## config.mk

```make
export PLATFORM = sky130hd
export DESIGN_NAME = local_predictor
export DESIGN_NICKNAME = d
export VERILOG_FILES = /design/src/source/isa_pkg.sv /design/src/source/predictor_pkg.sv /design/src/source/pht_if.sv /design/src/source/local_history_table.sv /design/src/source/pattern_table.sv /design/src/source/local_predictor.sv
export SDC_FILE = /design/constraint.sdc
export NUM_CORES = 1
export LEC_CHECK = 0
export ABC_CLOCK_PERIOD_IN_PS = 7400
export BUFFER_PORTS_ARGS = -buffer_cell sky130_fd_sc_hd__buf_2
export CELL_PAD_IN_SITES_DETAIL_PLACEMENT = 1
export CELL_PAD_IN_SITES_GLOBAL_PLACEMENT = 1
export CORE_AREA = 8 8 159 161
export CTS_BUF_LIST = sky130_fd_sc_hd__clkbuf_4 sky130_fd_sc_hd__clkbuf_8
export DETAILED_ROUTE_END_ITERATION = 16
export DIE_AREA = 0 0 167 169
export PLACE_DENSITY = 0.9
export RECOVER_POWER = 100
export SYNTH_ARGS = -nofsm -noshare
export SYNTH_HDL_FRONTEND = slang
export SYNTH_SLANG_ARGS = --single-unit
```

## constraint.sdc

```tcl
create_clock -name clock -period 7.4 [get_ports clock]
set_input_delay 0.74 -clock clock [delete_from_list [all_inputs] [get_ports clock]]
set_output_delay 0.74 -clock clock [all_outputs]
set_load 0.03 [all_outputs]
```

## src/source/isa_pkg.sv

```systemverilog
package isa_pkg;

	localparam int pc_bits = 64;

	// Instructions are word aligned, so the two lowest address bits carry no information.
	localparam int index_lsb = 2;

	typedef logic [pc_bits-1:0] pc_t;

endpackage

```

## src/source/predictor_pkg.sv

```systemverilog
package predictor_pkg;

	localparam int index_bits = 4;
	localparam int history_entries = 16;              // One entry per value of the index.

	// Number of outcomes that each history entry remembers.
	localparam int history_bits = 4;

	localparam int counter_entries = 16;              // One counter per history pattern.

	typedef logic [index_bits-1:0] index_t;

	typedef logic [history_bits-1:0] history_t;       // Newest outcome sits in bit 0.

	// Values 0 and 1 predict not taken, values 2 and 3 predict taken.
	typedef logic [1:0] counter_t;

	localparam counter_t counter_reset = 2'd0;        // Strongly not taken.

endpackage

```

## src/source/pht_if.sv

```systemverilog
interface pht_if;
	import predictor_pkg::*;

	logic lookup1_valid;
	history_t lookup1_history;
	logic lookup2_valid;
	history_t lookup2_history;

	logic train1_valid;
	logic train1_taken;
	history_t train1_history;                         // Pattern that selects the counter to train.
	logic train2_valid;
	logic train2_taken;
	history_t train2_history;

	modport history_side (
		output lookup1_valid, lookup1_history,
		output lookup2_valid, lookup2_history,
		output train1_valid, train1_taken, train1_history,
		output train2_valid, train2_taken, train2_history
	);

	modport pattern_side (
		input lookup1_valid, lookup1_history,
		input lookup2_valid, lookup2_history,
		input train1_valid, train1_taken, train1_history,
		input train2_valid, train2_taken, train2_history
	);

endinterface

```

## src/source/local_history_table.sv

```systemverilog
module local_history_table (
	input logic clock,
	input logic reset,
	input logic enable,
	input isa_pkg::pc_t inst1_pc,
	input logic inst1_valid,
	input isa_pkg::pc_t inst2_pc,
	input logic inst2_valid,
	input isa_pkg::pc_t branch1_pc,
	input logic branch1_taken,
	input logic branch1_valid,
	input isa_pkg::pc_t branch2_pc,
	input logic branch2_taken,
	input logic branch2_valid,
	pht_if.history_side pht
);
	import isa_pkg::*;
	import predictor_pkg::*;

	history_t history [history_entries];
	history_t history_next [history_entries];
	index_t inst1_index;
	index_t inst2_index;
	index_t branch1_index;
	index_t branch2_index;
	history_t branch1_history;
	history_t branch1_updated;
	history_t branch2_history;
	history_t branch2_updated;
	logic same_entry;

	function automatic index_t table_index(pc_t pc);
		return pc[index_lsb +: index_bits];
	endfunction

	function automatic history_t shift_in(history_t old_history, logic taken);
		return {old_history[history_bits-2:0], taken};
	endfunction

	assign inst1_index = table_index(inst1_pc);
	assign inst2_index = table_index(inst2_pc);
	assign branch1_index = table_index(branch1_pc);
	assign branch2_index = table_index(branch2_pc);

	assign pht.lookup1_valid = inst1_valid && enable && !reset;    // No predictions during reset.
	assign pht.lookup2_valid = inst2_valid && enable && !reset;
	assign pht.lookup1_history = pht.lookup1_valid ? history[inst1_index] : '0;
	assign pht.lookup2_history = pht.lookup2_valid ? history[inst2_index] : '0;

	// Slot 2 sees the entry as slot 1 left it when both resolve into the same entry.
	assign same_entry = branch1_valid && branch2_valid && (branch1_index == branch2_index);
	assign branch1_history = history[branch1_index];
	assign branch1_updated = shift_in(branch1_history, branch1_taken);
	assign branch2_history = same_entry ? branch1_updated : history[branch2_index];
	assign branch2_updated = shift_in(branch2_history, branch2_taken);

	assign pht.train1_valid = branch1_valid;
	assign pht.train1_taken = branch1_taken;
	assign pht.train1_history = branch1_history;
	assign pht.train2_valid = branch2_valid;
	assign pht.train2_taken = branch2_taken;
	assign pht.train2_history = branch2_history;

	always_comb begin
		history_next = history;
		if (branch1_valid) begin
			history_next[branch1_index] = branch1_updated;
		end
		if (branch2_valid) begin
			history_next[branch2_index] = branch2_updated;    // Already holds both shifts if shared.
		end
	end

	always_ff @(posedge clock) begin
		if (reset) begin
			for (int i = 0; i < history_entries; i++) begin
				history[i] <= '0;
			end
		end else begin
			history <= history_next;
		end
	end

	// An unknown address on a valid strobe would spread X through a whole table entry.
	assert property (@(posedge clock) disable iff (reset)
		(inst1_valid |-> !$isunknown(inst1_pc)) and (inst2_valid |-> !$isunknown(inst2_pc)))
		else $error("Valid fetch strobe with unknown address.");

	assert property (@(posedge clock) disable iff (reset)
		(branch1_valid |-> !$isunknown(branch1_pc)) and (branch2_valid |-> !$isunknown(branch2_pc)))
		else $error("Valid resolve strobe with unknown address.");

endmodule

```

## src/source/pattern_table.sv

```systemverilog
module pattern_table (
	input logic clock,
	input logic reset,
	pht_if.pattern_side pht,
	output logic inst1_predict,
	output logic inst1_predict_valid,
	output logic inst2_predict,
	output logic inst2_predict_valid
);
	import predictor_pkg::*;

	counter_t [counter_entries-1:0] counters;
	counter_t [counter_entries-1:0] counters_next;
	counter_t train1_counter;
	counter_t train1_stepped;
	counter_t train2_counter;
	counter_t train2_stepped;
	logic same_counter;

	function automatic counter_t saturate_step(counter_t count, logic taken);
		counter_t result;
		result = count;
		if (taken && count != '1) begin
			result = count + 2'd1;
		end else if (!taken && count != '0) begin
			result = count - 2'd1;
		end
		return result;
	endfunction

	// The upper counter bit is the direction.
	assign inst1_predict_valid = pht.lookup1_valid;
	assign inst2_predict_valid = pht.lookup2_valid;
	assign inst1_predict = pht.lookup1_valid && counters[pht.lookup1_history][1];
	assign inst2_predict = pht.lookup2_valid && counters[pht.lookup2_history][1];

	assign same_counter = pht.train1_valid && pht.train2_valid &&
		(pht.train1_history == pht.train2_history);
	assign train1_counter = counters[pht.train1_history];
	assign train1_stepped = saturate_step(train1_counter, pht.train1_taken);
	assign train2_counter = same_counter ? train1_stepped : counters[pht.train2_history];
	assign train2_stepped = saturate_step(train2_counter, pht.train2_taken);

	always_comb begin
		counters_next = counters;
		if (pht.train1_valid) begin
			counters_next[pht.train1_history] = train1_stepped;
		end
		if (pht.train2_valid) begin
			counters_next[pht.train2_history] = train2_stepped;  // Two steps on a shared counter.
		end
	end

	always_ff @(posedge clock) begin
		if (reset) begin
			counters <= {counter_entries{counter_reset}};
		end else begin
			counters <= counters_next;
		end
	end

	// Downstream fetch logic may sample predict without looking at predict_valid.
	assert property (@(posedge clock)
		(!inst1_predict_valid |-> !inst1_predict) and (!inst2_predict_valid |-> !inst2_predict))
		else $error("Prediction raised without predict_valid.");

	// Histories from the other table index this array, so an X here means X training upstream.
	assert property (@(posedge clock) disable iff (reset) !$isunknown(counters))
		else $error("Pattern counters hold unknown values after reset.");

endmodule

```

## src/source/local_predictor.sv

```systemverilog
module local_predictor (
	input logic clock,
	input logic reset,
	input logic enable,

	input isa_pkg::pc_t inst1_pc,
	input logic inst1_valid,
	input isa_pkg::pc_t inst2_pc,
	input logic inst2_valid,

	input isa_pkg::pc_t branch1_pc,
	input logic branch1_taken,                        // Resolved direction of the older branch.
	input logic branch1_valid,
	input isa_pkg::pc_t branch2_pc,
	input logic branch2_taken,
	input logic branch2_valid,

	output logic inst1_predict,
	output logic inst1_predict_valid,
	output logic inst2_predict,
	output logic inst2_predict_valid
);

	pht_if pht ();

	local_history_table history_table (
		.clock          (clock),
		.reset          (reset),
		.enable         (enable),
		.inst1_pc       (inst1_pc),
		.inst1_valid    (inst1_valid),
		.inst2_pc       (inst2_pc),
		.inst2_valid    (inst2_valid),
		.branch1_pc     (branch1_pc),
		.branch1_taken  (branch1_taken),
		.branch1_valid  (branch1_valid),
		.branch2_pc     (branch2_pc),
		.branch2_taken  (branch2_taken),
		.branch2_valid  (branch2_valid),
		.pht            (pht.history_side)
	);

	// Counters are indexed by the histories that the table above selects.
	pattern_table counter_table (
		.clock                (clock),
		.reset                (reset),
		.pht                  (pht.pattern_side),
		.inst1_predict        (inst1_predict),
		.inst1_predict_valid  (inst1_predict_valid),
		.inst2_predict        (inst2_predict),
		.inst2_predict_valid  (inst2_predict_valid)
	);

endmodule

```

**Word level (Yosys, flattened, before mapping)**

Index checks and enable logic that the tools add are counted.
W data, S select, Z words.

- Input port bits: 265
- Register bits after elaboration: 96
- Output and inout port bits: 4
- Word-level logic and storage cells: 122

- $add $sub $neg: 4
- Equality and inequality tests: 4
- Reductions and logical operators: 22
- Magnitude comparators: 12
- Bitwise operators: 4
- Muxes and demuxes: 44

Operator list:

| cell | count |
|---|---|
| $bwmux W64 | 2 |
| $mux W64 | 2 |
| $bmux W4 S4 | 4 |
| $bwmux W32 | 2 |
| $mux W32 | 2 |
| $mux W4 | 13 |
| $bmux W2 S4 | 4 |
| $demux W4 S4 | 2 |
| $mux W2 | 11 |
| $ge A5 B5 Y1 const B | 4 |
| $lt A4 B5 Y1 const B | 4 |
| $not A4 Y5 | 4 |
| $logic_and A1 B1 Y1 | 17 |
| $demux W2 S4 | 2 |
| $lt A5 B1 Y1 const B | 2 |
| $eq A4 B4 Y1 | 2 |
| $ge A4 B1 Y1 const B | 2 |
| $add A2 B1 Y2 const B | 2 |
| $ne A2 B2 Y1 const B | 2 |
| $reduce_bool A2 Y1 | 2 |
| $sub A2 B1 Y2 const B | 2 |
| $logic_not A1 Y1 | 3 |

**Depth between registers and ports, before layout**

- Depth after elaboration: 17
- Depth in mapped cells: 26
- Mapped depth without buffers: 22

**Cells and area by module**

From an unflattened synthesis, not the netlist that was laid out.

- Cells, all modules: 881
- Area total of the unflattened synthesis: 8,565.7 µm²

By module, submodules not included:

| module | seq. area each (µm²) | instances | cells each | area each (µm²) |
|---|---|---|---|---|
| local_history_table | 1,281.2 | 1 | 462 | 5,233.8 |
| pattern_table | 640.6 | 1 | 419 | 3,331.9 |

**Worst setup path after synthesis**

OpenSTA, ideal clock, no wires.

- Kind: input to register
- From: input port branch1_pc[3]
- To: register counter_table.counters[18] (netlist bit)
- Stages on the path: 23
- Slack: 1.918 ns
- Data required time: 7.278 ns
- Path buffers: 2
- Library setup time: 0.122 ns
- Data arrival time: 5.360 ns
- Cells stage by stage: mux4_2 > mux2_2 > nand2b_4 > nand2_2 > buf_6 > mux4_2 > o22ai_1 > a21oi_2 > inv_1 > ha_1 > inv_1 > o41ai_4 > a21o_4 > nor2_4 > nor2_1 > inv_1 > ha_1 > mux2i_1 > nor4b_1 > mux2i_2 > buf_6 > o221ai_2 > nor2_1

- Cells in the longest elaborated chain, start to end: 17
- Elaborated cells on any way between the ends: 44
- Classes of those cells: add/sub: 4; order compare: 4; eq/ne: 4; mux: 21; bitwise: 1; reduce/logical: 10

Ends and longest elaborated chain:

| item | RTL line | source |
|---|---|---|
| start: declaration | local_predictor.sv:11 | `input isa_pkg::pc_t branch1_pc,` |
| parallel branches: the longest is 16 deep, another holds $sub A2 B1 Y2 | - |  |
| $mux W32 (*) | pattern_table.sv:49 | `if (pht.train2_valid) begin` |
| end signal: assignment | pattern_table.sv:56 | `counters <= {counter_entries{counter_reset}};` |
| end signal: assignment | pattern_table.sv:58 | `counters <= counters_next;` |
| end: declaration | pattern_table.sv:12 | `counter_t [counter_entries-1:0] counters;` |

Mark *: on every way between the ends. The select of a mux whose other input is x is not followed.
A chain may end at the register's enable or synchronous reset.

**Worst setup path in the final report**

- From: input port branch1_pc[5]
- To: register counter_table.counters[0] (netlist bit)

The elaborated chain is that of the path after synthesis.

==> flow_metrics.tcl <==
set metrics [dict create \
    clock.fmax_ghz 0.147 \
    grt_first_pass_wirelength_mm 54.7 \
    setup.worst_path.class "in2reg" \
    gp_congestion 0.952 \
    drc 0 \
    area.growth.synth_to_final_pct 4.32 \
    slew_headroom_pct -59.8 \
    syn_inst 993 \
    crit_path_max_fanout 27 \
    cts_root_buf "clkbuf_8" \
    ys_types 75 \
    slew_viol_final 94 \
    async_flop_share_pct 0 \
    rsz0062_at_grt "no" \
    holdBufCountCts 0 \
    tightest_slew_ps 2400 \
    leakage_nw 3.08 \
    grt_usage_pct 24.9 \
    clkLatencyLatePin_ps 420 \
    critPathArrivalTime_ps 7110 \
    synthTopCellsByArea "dfxtp_1 21%, mux4_2 20%, mux2i_1 11%" \
    multiInputGateArea_mm2 0.00657 \
    path_depth 20 \
    synth.most_common_cell "nor2_1" \
    synth_edf_count 0 \
    whs_path_depth 2 \
    num_rows 56 \
    clockBufferDepth 2 \
    cp_slowest_cell "mux2i_1" \
    p_total_mw 1.45 \
    dp_cells 1246 \
    cts_tree "built" \
    finalCritPeriodShare_pct 92.0 \
    port_buffers 28 \
    ff2ff_path_depth 21 \
    cts_made_buffers 9 \
    yosysSeqAreaShare_pct 21.5 \
    post-cts-setup-buffers 0 \
    r2r_end "counter_table.counters[0]" \
    drtIter0Drc 1203 \
    post_cts_resized 0 \
    htreeDepth 3 \
    coreArea_mm2 0.0229 \
    power.density_mw_per_mm2 156 \
    worstSetupStartpointType "primary input" \
    rr_startpoint "history_table.history[40]" \
    holdWs_ps 576 \
    ys_top_cells_by_count "162 x nor2_1, 96 x dfxtp_1, 96 x mux2i_1" \
    antenna_found_initial 3 \
    postRouteAntennaNets 0 \
    finalClockSkew_ps 21.8 \
    tns_ps 0 \
    ff_latch_area_mm2 0.00192 \
    wl_per_cell_um 28.3 \
    crit_buf_inv 4 \
    clkTransAtPathRegs_ps 120 \
    first_pass_iters 6 \
    ir_worst_vdd_uv 83.5 \
    nNetsFinal 1236 \
    die_h_um 169 \
    crit_required_ps 7710 \
    vias 9125 \
    clock-sinks 96 \
    critPathLaunch "branch1_pc[5]" \
    crit_end "counter_table.counters[0]" \
    max_stage_delay_ps 1100 \
    nFillCells 2719 \
    yosysWarnings 0 \
    setup_ws_ps 595 \
    grt_max_degree 55 \
    cp_top_family "multiplexers" \
    setup_viol 0 \
    status "complete, but fails checks" \
    overflow 0 \
    cap_violations 3 \
    ios 269 \
    dieWidth_um 167 \
    path_cells "clkbuf_1 > mux2i_1 > mux4_2 > mux2i_1 > a21oi_2 > inv_1 > ha_1 > a21oi_1 > o41ai_4 > a21o_4 > nor2_1 > nor2_1 > ha_1 > mux2i_1 > buf_4 > nor4b_1 > mux2i_2 > buf_4 > o221ai_1 > nor2_1" \
    die-area_mm2 0.0282 \
    hold_viol_final 0 \
    r2r_slack_ps 1070 \
    ys_ff_latch 96 \
    final.min_clock_period_ps 6810 \
    drive_above_1_share_pct 18.7 \
    crit_path_end_kind "flop" \
    initial_core_util_pct 39.1 \
    ys.flop_type "dfxtp_1" \
    grt_pass1_vias 9268 \
    violations "capacitance limit, slew limit" \
    syn_area_per_cell_um2 9.02 \
    post-place-ws_ps 693 \
    synth_top_area_cell "dfxtp_1" \
    dp_hpwl_mm 25.1 \
    hold_path_class "reg2reg" \
    fin_cells 1263 \
    vias_per_cell 7.22 \
    netlist_area_mm2 0.00896 \
    syn-num-nets 1262 \
    synth_top_area_share_pct 21.5 \
    routed_wl_mm 35.7 \
]
==> worst min path at each step <==
stage | from | to | slack, ps
after global placement | history_table.history[63] | history_table.history[63] | 520
final | history_table.history[3] | history_table.history[3] | 580
after floorplan | history_table.history[63] | history_table.history[63] | 490
after CTS | history_table.history[3] | history_table.history[3] | 570
after detailed placement | history_table.history[3] | history_table.history[3] | 550
after global routing | history_table.history[60] | history_table.history[60] | 590
==> cell families (layout without fill, tap and decap cells) <==
family                   Yosys count  in the layout  synth area share, %
AO/OA/AOI/OAI                    211            211                 18.2
other                              0              1                    0
AND/OR/NAND/NOR                  388            388                 20.6
buffers and inverters             93             72                 5.10
flip-flops                        96             96                 21.5
adder cells (fa/ha/maj)            4              4                0.559
XOR/XNOR                           7              7                0.852
multiplexers                     194            194                 33.3
==> state kept, by name, indices dropped and copies added, names as in the netlist <==
name and flops:
history_table.history 64, counter_table.counters 32
==> routing by layer <==
layer | up-vias | global-route usage, % | wire length (um)
met5 | - | 0 | 41
met4 | 6 | 15.0 | 2220
met3 | 207 | 7.34 | 3780
met2 | 626 | 40.3 | 16400
met1 | 4528 | 28.8 | 13300
li1 | 3758 | - | -
==> tightest hold or removal path, delay by kind of cell, from the launching register on <==
kind	cells	cell delay (ps)
AOI/OAI and AO/OA	2	180
DFF	1	360
==> metrics by stage <==
stage	utilization (%)	cell area (um2)
4_1_cts	40.9	9370
6_report	40.8	9350
3_5_place_dp	40.0	9170
3_3_place_gp	40.0	9170
5_1_grt	40.8	9340
2_1_floorplan	-	8960
==> cell type report <==
cell class / count / share of cell area [%]
Inverter: 12 / 0.482
Sequential cell: 96 / 20.6
Tap cell: 290 / 3.88
Antenna cell: 1 / 0.0268
Timing Repair Buffer: 44 / 2.60
Clock buffer: 10 / 1.47
Clock inverter: 6 / 0.643
Multi-Input combinational cell: 804 / 70.3
==> power by group <==
group / leakage, nW / switching (mW) / total (mW) / internal, mW
clock: 0.101 / 0.240 / 0.380 / 0.139
sequential: 0.777 / 0.0234 / 0.556 / 0.532
combinational: 2.20 / 0.349 / 0.519 / 0.170
==> layout by cell type, fill, tap and decap left out, drive strengths merged, types with 18 or more instances in the layout <==
cell type / instances
mux2i: 98
a211oi: 49
clkbuf: 18
nand2: 90
buf: 36
nor2: 163
a21oi: 40
nand3: 34
o21ai: 40
mux4: 80
o211ai: 21
nor3: 24
dfxtp: 96
No activity file was read; power rests on OpenSTA's default activity.
